File: src/verilog/ht16_pkg.sv
package ht16_pkg;

	// ****************************************
	// Limits of the reduced table 16 code
	// ****************************************

	localparam int max_code_bits = 10;   // Longest kept codeword
	localparam int lin_bits = 1;         // Table 16 carries one linbit
	localparam int esc_abs = 15;         // Magnitude that calls for linbits

	// ****************************************
	// Types
	// ****************************************

	// Magnitude as it comes out of the table
	typedef logic [3:0] abs_t;

	// First collected bit sits in the top position
	typedef logic [max_code_bits-1:0] code_buf_t;

	// 0 to max_code_bits
	typedef logic [3:0] code_len_t;

	typedef logic [lin_bits-1:0] lin_t;

	typedef logic signed [15:0] coord_t;

	// Tail steps in reading order
	typedef enum logic [2:0] {
		idle,
		x_lin,
		x_sign,
		y_lin,
		y_sign,
		done
	} tail_state_t;

endpackage

File: src/verilog/code_match_if.sv
interface code_match_if;

	logic match;                  // Codeword complete
	ht16_pkg::abs_t x_abs;
	ht16_pkg::abs_t y_abs;
	logic consume;                // Pair emitted so the collector clears

	modport collector (
		output match,
		output x_abs,
		output y_abs,
		input consume
	);

	modport reader (
		input match,
		input x_abs,
		input y_abs,
		output consume
	);

endinterface

File: src/verilog/huff_table16.sv
module huff_table16 (
	input ht16_pkg::code_buf_t buffer,
	input ht16_pkg::code_len_t length,
	output logic hit,
	output ht16_pkg::abs_t x_abs,
	output ht16_pkg::abs_t y_abs
);

	logic [7:0] xy;   // x in the high nibble, y in the low

	assign x_abs = xy[7:4];
	assign y_abs = xy[3:0];

	// Only the top length bits take part in the compare
	always_comb begin
		hit = 1'b1;
		xy = 8'h00;
		case (length)
			4'd1: hit = buffer[9];   // "1" is (0,0)
			4'd3: begin
				case (buffer[9:7])
					3'b011: xy = 8'h10;
					default: hit = 1'b0;
				endcase
			end
			4'd4: begin
				case (buffer[9:6])
					4'b0101: xy = 8'h01;
					4'b0100: xy = 8'h11;
					default: hit = 1'b0;
				endcase
			end
			4'd6: begin
				case (buffer[9:4])
					6'b001110: xy = 8'h02;
					6'b001100: xy = 8'h12;
					6'b001111: xy = 8'h20;
					6'b001101: xy = 8'h21;
					default: hit = 1'b0;
				endcase
			end
			4'd7: begin
				case (buffer[9:3])
					7'b0010100: xy = 8'h13;
					7'b0010111: xy = 8'h22;
					7'b0010101: xy = 8'h31;
					default: hit = 1'b0;
				endcase
			end
			4'd8: begin
				case (buffer[9:2])
					8'b00101100: xy = 8'h03;
					8'b00100011: xy = 8'h14;
					8'b00001001: xy = 8'h1f;
					8'b00100110: xy = 8'h23;
					8'b00101101: xy = 8'h30;
					8'b00100111: xy = 8'h32;
					8'b00100100: xy = 8'h41;
					8'b00011110: xy = 8'h51;
					8'b00001010: xy = 8'hf1;
					8'b00000111: xy = 8'hf2;
					8'b00000011: xy = 8'hff;
					default: hit = 1'b0;
				endcase
			end
			4'd9: begin
				case (buffer[9:1])
					9'b001001010: xy = 8'h04;
					9'b000111111: xy = 8'h05;
					9'b000010001: xy = 8'h0f;
					9'b000111110: xy = 8'h15;
					9'b000110101: xy = 8'h16;
					9'b000101111: xy = 8'h17;
					9'b001000011: xy = 8'h24;
					9'b000111010: xy = 8'h25;
					9'b000010000: xy = 8'h2f;
					9'b001000101: xy = 8'h33;
					9'b001000000: xy = 8'h34;
					9'b001001011: xy = 8'h40;
					9'b001000100: xy = 8'h42;
					9'b001000001: xy = 8'h43;
					9'b000001001: xy = 8'h4f;
					9'b001000010: xy = 8'h50;
					9'b000111011: xy = 8'h52;
					9'b000111000: xy = 8'h53;
					9'b000110110: xy = 8'h61;
					9'b000110100: xy = 8'h62;
					9'b000110000: xy = 8'h71;
					9'b000001100: xy = 8'hf0;
					9'b000001011: xy = 8'hf3;
					9'b000001010: xy = 8'hf4;
					default: hit = 1'b0;
				endcase
			end
			4'd10: begin
				case (buffer[9:0])
					10'b0001101110: xy = 8'h06;
					10'b0001011101: xy = 8'h07;
					10'b0001010011: xy = 8'h18;
					10'b0001001011: xy = 8'h19;
					10'b0001000100: xy = 8'h1a;
					10'b0001100111: xy = 8'h26;
					10'b0001011010: xy = 8'h27;
					10'b0001001000: xy = 8'h29;
					10'b0001110010: xy = 8'h35;
					10'b0001100011: xy = 8'h36;
					10'b0001010111: xy = 8'h37;
					10'b0000011010: xy = 8'h3f;
					10'b0001110011: xy = 8'h44;
					10'b0001100101: xy = 8'h45;
					10'b0001100110: xy = 8'h54;
					10'b0000010000: xy = 8'h5f;
					10'b0001101111: xy = 8'h60;
					10'b0001100100: xy = 8'h63;
					10'b0000001010: xy = 8'h6f;
					10'b0001100010: xy = 8'h70;
					10'b0001011011: xy = 8'h72;
					10'b0001011000: xy = 8'h73;
					10'b0000001000: xy = 8'h7f;
					10'b0001010101: xy = 8'h80;
					10'b0001010100: xy = 8'h81;
					10'b0001010001: xy = 8'h82;
					10'b0000000111: xy = 8'h8f;
					10'b0001001100: xy = 8'h91;
					10'b0001001001: xy = 8'h92;
					10'b0001000011: xy = 8'ha2;
					10'b0000000100: xy = 8'haf;
					10'b0000010001: xy = 8'hf5;
					10'b0000001011: xy = 8'hf6;
					10'b0000001001: xy = 8'hf7;
					default: hit = 1'b0;
				endcase
			end
			default: hit = 1'b0;   // No codes of length 0, 2 or 5
		endcase
	end

endmodule

File: src/verilog/huff_code_collector.sv
module huff_code_collector (
	input logic clk,
	input logic rst,
	input logic in_valid,
	input logic in_bit,
	output logic code_error,
	code_match_if.collector match
);

	ht16_pkg::code_buf_t buffer;
	ht16_pkg::code_len_t length;
	logic hit;
	logic restart;

	huff_table16 u_table (
		.buffer(buffer),
		.length(length),
		.hit(hit),
		.x_abs(match.x_abs),
		.y_abs(match.y_abs)
	);

	assign match.match = hit;

	// Full buffer and still nothing matched
	assign code_error = (length == ht16_pkg::max_code_bits) && !hit;

	// Either way the bit taken now opens a new codeword
	assign restart = match.consume || code_error;

	// ****************************************
	// Length counter
	// ****************************************

	always_ff @(posedge clk) begin
		if (rst) begin
			length <= '0;
		end else if (restart) begin
			length <= in_valid ? 4'd1 : 4'd0;
		end else if (in_valid && !hit) begin
			length <= length + 4'd1;
		end
	end

	// Codeword bits fill the buffer from the top
	always_ff @(posedge clk) begin
		if (restart) begin
			if (in_valid)
				buffer[ht16_pkg::max_code_bits-1] <= in_bit;
		end else if (in_valid && !hit) begin
			buffer[ht16_pkg::max_code_bits-1-length] <= in_bit;
		end
	end

endmodule

File: src/verilog/escape_sign_reader.sv
module escape_sign_reader (
	input logic clk,
	input logic rst,
	input logic in_valid,
	input logic in_bit,
	output logic pair_valid,
	output ht16_pkg::coord_t x_val,
	output ht16_pkg::coord_t y_val,
	code_match_if.reader match
);

	ht16_pkg::tail_state_t state;
	ht16_pkg::tail_state_t step;   // Step the next accepted bit belongs to
	ht16_pkg::lin_t x_linval;
	ht16_pkg::lin_t y_linval;
	logic x_neg;
	logic y_neg;

	// Next tail step after s that the magnitudes call for
	function automatic ht16_pkg::tail_state_t next_after(
		input ht16_pkg::tail_state_t s,
		input ht16_pkg::abs_t xa,
		input ht16_pkg::abs_t ya
	);
		ht16_pkg::tail_state_t n;
		if (s == ht16_pkg::idle && xa == ht16_pkg::esc_abs)
			n = ht16_pkg::x_lin;
		else if (s inside {ht16_pkg::idle, ht16_pkg::x_lin} && xa != 0)
			n = ht16_pkg::x_sign;
		else if (s inside {ht16_pkg::idle, ht16_pkg::x_lin, ht16_pkg::x_sign}
				&& ya == ht16_pkg::esc_abs)
			n = ht16_pkg::y_lin;
		else if (s != ht16_pkg::y_sign && s != ht16_pkg::done && ya != 0)
			n = ht16_pkg::y_sign;
		else
			n = ht16_pkg::done;
		return n;
	endfunction

	function automatic ht16_pkg::coord_t to_coord(
		input ht16_pkg::abs_t a,
		input ht16_pkg::lin_t l,
		input logic neg
	);
		ht16_pkg::coord_t mag;
		mag = ht16_pkg::coord_t'(a);
		if (a == ht16_pkg::esc_abs)
			mag = mag + ht16_pkg::coord_t'(l);
		if (a != 0 && neg)   // Zero magnitude has no sign bit
			mag = -mag;
		return mag;
	endfunction

	always_comb begin
		if (state == ht16_pkg::idle)
			step = next_after(ht16_pkg::idle, match.x_abs, match.y_abs);
		else
			step = state;
		pair_valid = match.match && step == ht16_pkg::done;
		match.consume = pair_valid;
	end

	assign x_val = to_coord(match.x_abs, x_linval, x_neg);
	assign y_val = to_coord(match.y_abs, y_linval, y_neg);

	// ****************************************
	// Tail FSM
	// ****************************************

	always_ff @(posedge clk) begin
		if (rst) begin
			state <= ht16_pkg::idle;
		end else if (pair_valid) begin
			state <= ht16_pkg::idle;   // Bit in this cycle goes to the collector
		end else if (match.match && in_valid) begin
			state <= next_after(step, match.x_abs, match.y_abs);
		end
	end

	always_ff @(posedge clk) begin
		if (match.match && in_valid && !pair_valid) begin
			case (step)
				ht16_pkg::x_lin: x_linval <= ht16_pkg::lin_t'(in_bit);
				ht16_pkg::x_sign: x_neg <= in_bit;
				ht16_pkg::y_lin: y_linval <= ht16_pkg::lin_t'(in_bit);
				ht16_pkg::y_sign: y_neg <= in_bit;
				default: ;
			endcase
		end
	end

endmodule

File: src/verilog/ht16_decoder.sv
module ht16_decoder (
	input logic clk,
	input logic rst,
	input logic in_valid,
	input logic in_bit,
	output logic pair_valid,
	output ht16_pkg::coord_t x_val,
	output ht16_pkg::coord_t y_val,
	output logic code_error
);

	// Matched codeword from collector to tail reader
	code_match_if code_if ();

	// ****************************************
	// Codeword collection and lookup
	// ****************************************

	huff_code_collector u_collector (
		.clk(clk),
		.rst(rst),
		.in_valid(in_valid),
		.in_bit(in_bit),
		.code_error(code_error),
		.match(code_if.collector)
	);

	// ****************************************
	// Linbits, signs and output pair
	// ****************************************

	escape_sign_reader u_reader (
		.clk(clk),
		.rst(rst),
		.in_valid(in_valid),
		.in_bit(in_bit),
		.pair_valid(pair_valid),
		.x_val(x_val),
		.y_val(y_val),
		.match(code_if.reader)
	);

endmodule

File: config.mk
export PLATFORM = sky130hd
export DESIGN_NAME = ht16_decoder
export DESIGN_NICKNAME = d
export VERILOG_FILES = /design/src/verilog/ht16_pkg.sv /design/src/verilog/code_match_if.sv /design/src/verilog/huff_table16.sv /design/src/verilog/huff_code_collector.sv /design/src/verilog/escape_sign_reader.sv /design/src/verilog/ht16_decoder.sv
export SDC_FILE = /design/constraint.sdc
export NUM_CORES = 1
export LEC_CHECK = 0
export BUFFER_PORTS_ARGS = -buffer_cell sky130_fd_sc_hd__buf_2
export CAP_MARGIN = 5
export CORE_MARGIN = 4
export CORE_UTILIZATION = 55
export DETAILED_ROUTE_END_ITERATION = 10
export PLACE_DENSITY = 0.78
export SETUP_SLACK_MARGIN = 0.15
export SYNTH_ARGS = -nofsm -noshare
export SYNTH_HDL_FRONTEND = slang
export SYNTH_HIERARCHICAL = 1
export SYNTH_SLANG_ARGS = --single-unit
export TNS_END_PERCENT = 30
File: constraint.sdc
create_clock -name clk -period 3.8 [get_ports clk]
set_input_delay 0.38 -clock clk [delete_from_list [all_inputs] [get_ports clk]]
set_output_delay 0.38 -clock clk [all_outputs]
set_load 0.02 [all_outputs]
==> results.json, run 1 <==
{
  "dp_hpwl_um": 11390,
  "place_ws_ns": -0.2730,
  "start_util_pct": 57.65,
  "synth_cell_types": 76,
  "postSynthCellCount": 498,
  "synth_seq_cells": 21,
  "overflow": 478,
  "syn_nets": 516,
  "io_pins": 38,
  "synth_flop_cell": "edfxtp_1",
  "avgSynthCellArea_um2": 7.477,
  "synth-async-reset-ratio_pct": 0,
  "numCtsBuffers": 3,
  "grt_use_total_pct": 91.41,
  "worst_path_end_type": "top-level output",
  "portBuffers": 37,
  "cts.sinks": 21,
  "synth_edf_count": 14,
  "lastStage": "5_1_grt",
  "status": "aborted with a tool error",
  "clockBufferDepth": 2,
  "fp-row-count": 29,
  "root_buffer": "clkbuf_8",
  "syn-cell-area_um2": 3724,
  "toolErrorMsg": "[ERROR GRT-0232] Routing congestion too high. Check the congestion heatmap in the GUI.",
  "placed_cell_area_um2": 5137,
  "cts_max_level": 1,
  "synth_seq_area_share_pct": 15.05,
  "grt-worst-endpoint": "y_val[4]",
  "die_h_um": 90.28,
  "yosysWarnings": 6,
  "grt_max_degree": 21,
  "die_x_um": 90.28,
  "gp_congestion": 1.138
}
[layer usage]
| metal | overflow | global-route usage, % |
|---|---|---|
| met5 | 0 | 19.87 |
| met4 | 154 | 106.0 |
| met3 | 5 | 70.17 |
| met2 | 315 | 114.1 |
| met1 | 4 | 85.65 |
[metrics by stage]
step	cells	hold slack [ns]
CTS	752	0.3984
floorplan	498	0.4491
detailed placement	719	0.5624
global placement	719	0.5535
[what timing repair did]
item	in CTS
hold buffers	0
buffers inserted	29
setup endpoints to repair	53
resized for setup	92
pin swaps	26
[cells in the mapped netlist, drive strengths merged (13+ instances only)]
master / count / share of area [%]
buf: 44 / 7.8
nor2: 36 / 3.6
nand2: 33 / 3.3
o21ai: 29 / 3.9
nor3: 28 / 4.0
a21oi: 20 / 2.7
nand4: 18 / 3.0
nor4: 18 / 3.6
nand3: 16 / 2.3
inv: 15 / 1.5
edfxtp: 14 / 11
ha: 14 / 4.7
nand2b: 13 / 2.2
nor4b: 13 / 3.6
[kinds of logic after synthesis]
kind of cell | after synthesis | synth area share (%)
mux | 4 | 1.075
flops | 21 | 15.05
xor+xnor | 12 | 2.823
fa+ha+maj | 14 | 4.704
buf+inv | 66 | 10.01
compound gates | 124 | 23.15
simple gates | 257 | 43.18
==> inputs of run 2 (changes only) <==
- CORE_UTILIZATION: 55 -> 40
- PLACE_DENSITY: 0.78 -> not set
- PLACE_DENSITY_LB_ADDON: not set -> 0.15
- SETUP_SLACK_MARGIN: 0.15 -> not set
- clock period: 3.8 -> 4.9 ns (I/O delays scaled with it)
==> run 2 against run 1 <==
- synthesized area stayed put
- synthesized cell count stayed put
- the flow now finishes without violations
==> results.json, run 2 <==
{
  "required_ns": 4.41,
  "synth_edf_count": 14,
  "multi_input_area_um2": 2809,
  "die_x_um": 104.5,
  "whs_endpoint": "u_reader/state[2]",
  "r2r-start": "u_collector/buffer[3]",
  "syn-cell-area_um2": 3724,
  "drtIter0Drc": 518,
  "grt_max_degree": 27,
  "cp_max_fo": 8,
  "p_leak_uw": 0.001751,
  "final_cell_mix": "buf_4, buf_2, nor2_1",
  "end_kind": "output pin",
  "cts_max_level": 1,
  "die_area_um2": 10920,
  "clk_latency_ns": 0.25,
  "synth_seq_area_share_pct": 15.05,
  "gp_congestion": 0.9844,
  "placed_cell_area_um2": 4183,
  "largest_reg_flops": 10,
  "drt_first_pass_iters": 5,
  "avgSynthCellArea_um2": 7.477,
  "synthTopCellsByCount": "nor2_1, nand2_1, o21ai_0",
  "fin_crit_ns": 4.644,
  "dp_hpwl_um": 9919,
  "synth_top_area_cell": "edfxtp_1",
  "synth_seq_cells": 21,
  "vias": 4429,
  "crit_type": "flop to output pin",
  "die_h_um": 104.5,
  "fin_crit_sh_pct": 94.78,
  "slew_headroom_pct": 38.89,
  "cap_violations": 0,
  "synth-async-reset-ratio_pct": 0,
  "holdCritPathClass": "primary input to flop",
  "reg2reg_depth": 14,
  "hold_depth": 2,
  "wl_um": 13070,
  "clockBufferDepth": 2,
  "grt_pass1_vias": 4066,
  "yosysWarnings": 6,
  "startpoint_type": "flop",
  "grt_pass1_wl_um": 21060,
  "setup_viol": 0,
  "io_pins": 38,
  "cts.clk_slew.worst_paths_ns": 0.07,
  "yosys.area.top_type_share_pct": 11.29,
  "reg_top3": "u_collector/buffer x10, u_collector/length x4, u_reader/state x3",
  "regArea_um2": 560.5,
  "finalSetupTns_ns": 0,
  "antenna_found_initial": 0,
  "drive_above_1_share_pct": 25.96,
  "reg2reg_to": "u_collector/buffer[7]",
  "start_util_pct": 41.88,
  "portBuffers": 37,
  "regMostFlops": "u_collector/buffer",
  "post-route-drc-count": 0,
  "core-area_um2": 8891,
  "regToRegSetupSlack_ns": 0.59,
  "ant_nets": 0,
  "post_drt_wl_per_cell_um": 19.28,
  "grt_use_total_pct": 22.94,
  "insertedDiodeCount": 0,
  "worst_pin_slew_ns": 0.9148,
  "yosysMostFrequentCell": "nor2_1",
  "min_from": "rst",
  "fp-row-count": 34,
  "synth_cell_types": 76,
  "worstPathArrival_ns": 4.15,
  "skew_ns": 0.007754,
  "final_common_cell": "buf_4",
  "syn2layout_area_growth_pct": 18.62,
  "numCtsBuffers": 3,
  "powerDensity_nw_per_um2": 96.86,
  "root_buffer": "clkbuf_8",
  "ir_worst_vdd_uv": 168.7,
  "nFillCells": 859,
  "design_area_um2": 4417,
  "finalHoldViolCount": 0,
  "syn_nets": 516,
  "cts.sinks": 21,
  "avgViaCountPerCell": 6.532,
  "synth_flop_cell": "edfxtp_1",
  "nNetsFinal": 589,
  "overflow": 0,
  "power.total_uw": 427.8,
  "netlist_top_cells_area": "edfxtp_1, ha_1, buf_4",
  "cts_tree": "yes",
  "status": "complete, no violations",
  "slew_viol_final": 0,
  "fmax_mhz": 215.3,
  "postSynthCellCount": 498
}
-- run 2: worst max-delay path by stage --
stage                                startpoint        end  slack (ns)
final                     u_collector/buffer[5]   x_val[4]        0.26
after global routing      u_collector/buffer[7]   x_val[4]       -0.01
after CTS                 u_collector/buffer[5]   y_val[4]        0.08
after detailed placement  u_collector/buffer[5]   y_val[4]        0.38
after global placement    u_collector/buffer[7]   y_val[4]        0.34
after floorplan           u_collector/buffer[0]  y_val[12]        0.63
-- run 2: what timing repair did --
item	4_1_cts	5_1_grt
hold buffers	0	0
buffers inserted	0	23
endpoints found under the setup margin	0	14
gates resized for setup	0	4
-- run 2: logic make-up after synthesis --
family	share of synthesized area, %
AND/OR/NAND/NOR	43.18
XOR/XNOR	2.823
buffers and inverters	10.01
flip-flops	15.05
multiplexers	1.075
AO/OA/AOI/OAI	23.15
adder cells (fa/ha/maj)	4.704
-- run 2: worst max-delay path, cell delays in order (launching register included) --
cell	delay, ns
edfxtp_1	0.44
buf_4	0.20
nor2b_1	0.71
mux2i_1	0.17
nor3_1	0.32
nor2_1	0.13
a31oi_1	0.19
buf_4	0.14
or3_1	0.14
ha_1	0.18
ha_1	0.22
nand4b_1	0.16
nand2_1	0.11
ha_1	0.17
o21a_1	0.13
ha_1	0.22
nand2_1	0.06
o21ai_0	0.07
buf_2	0.16
-- run 2: area by class of cell --
class,instances,area share (%)
multi-input cells,411,63.60
repair buffers,119,18.36
flip-flops and latches,21,12.69
well taps,108,3.059
inverters,15,1.275
clock buffers,4,1.020
-- run 2: power breakdown --
part / switching, uW / internal [uW] / total (uW)
sequential: 14.2 / 195 / 209
clock: 49.2 / 57.7 / 107
combinational: 62.7 / 48.9 / 112
total: 126 / 302 / 428
-- run 2: through the flow --
stage	hold WS [ns]	utilization [%]	worst slack [ns]	cells
2_1_floorplan	0.5070	-	0.6315	498
5_1_grt	0.5155	49.68	-0.01207	678
3_3_place_gp	0.5569	47.04	0.3402	651
4_1_cts	0.4952	47.55	0.07945	655
3_5_place_dp	0.5577	47.04	0.3790	651
6_report	0.4980	49.68	0.2557	678
-- run 2: per-layer routing --
layer	track usage [%]	part of all wire, %	vias to the layer above
met2	36.30	45	261
li1	-	-	2075
met4	6.648	3.0	0
met1	32.78	43	2051
met3	2.421	8.8	42
met5	0	0	-
(Power assumes the default switching activity.)
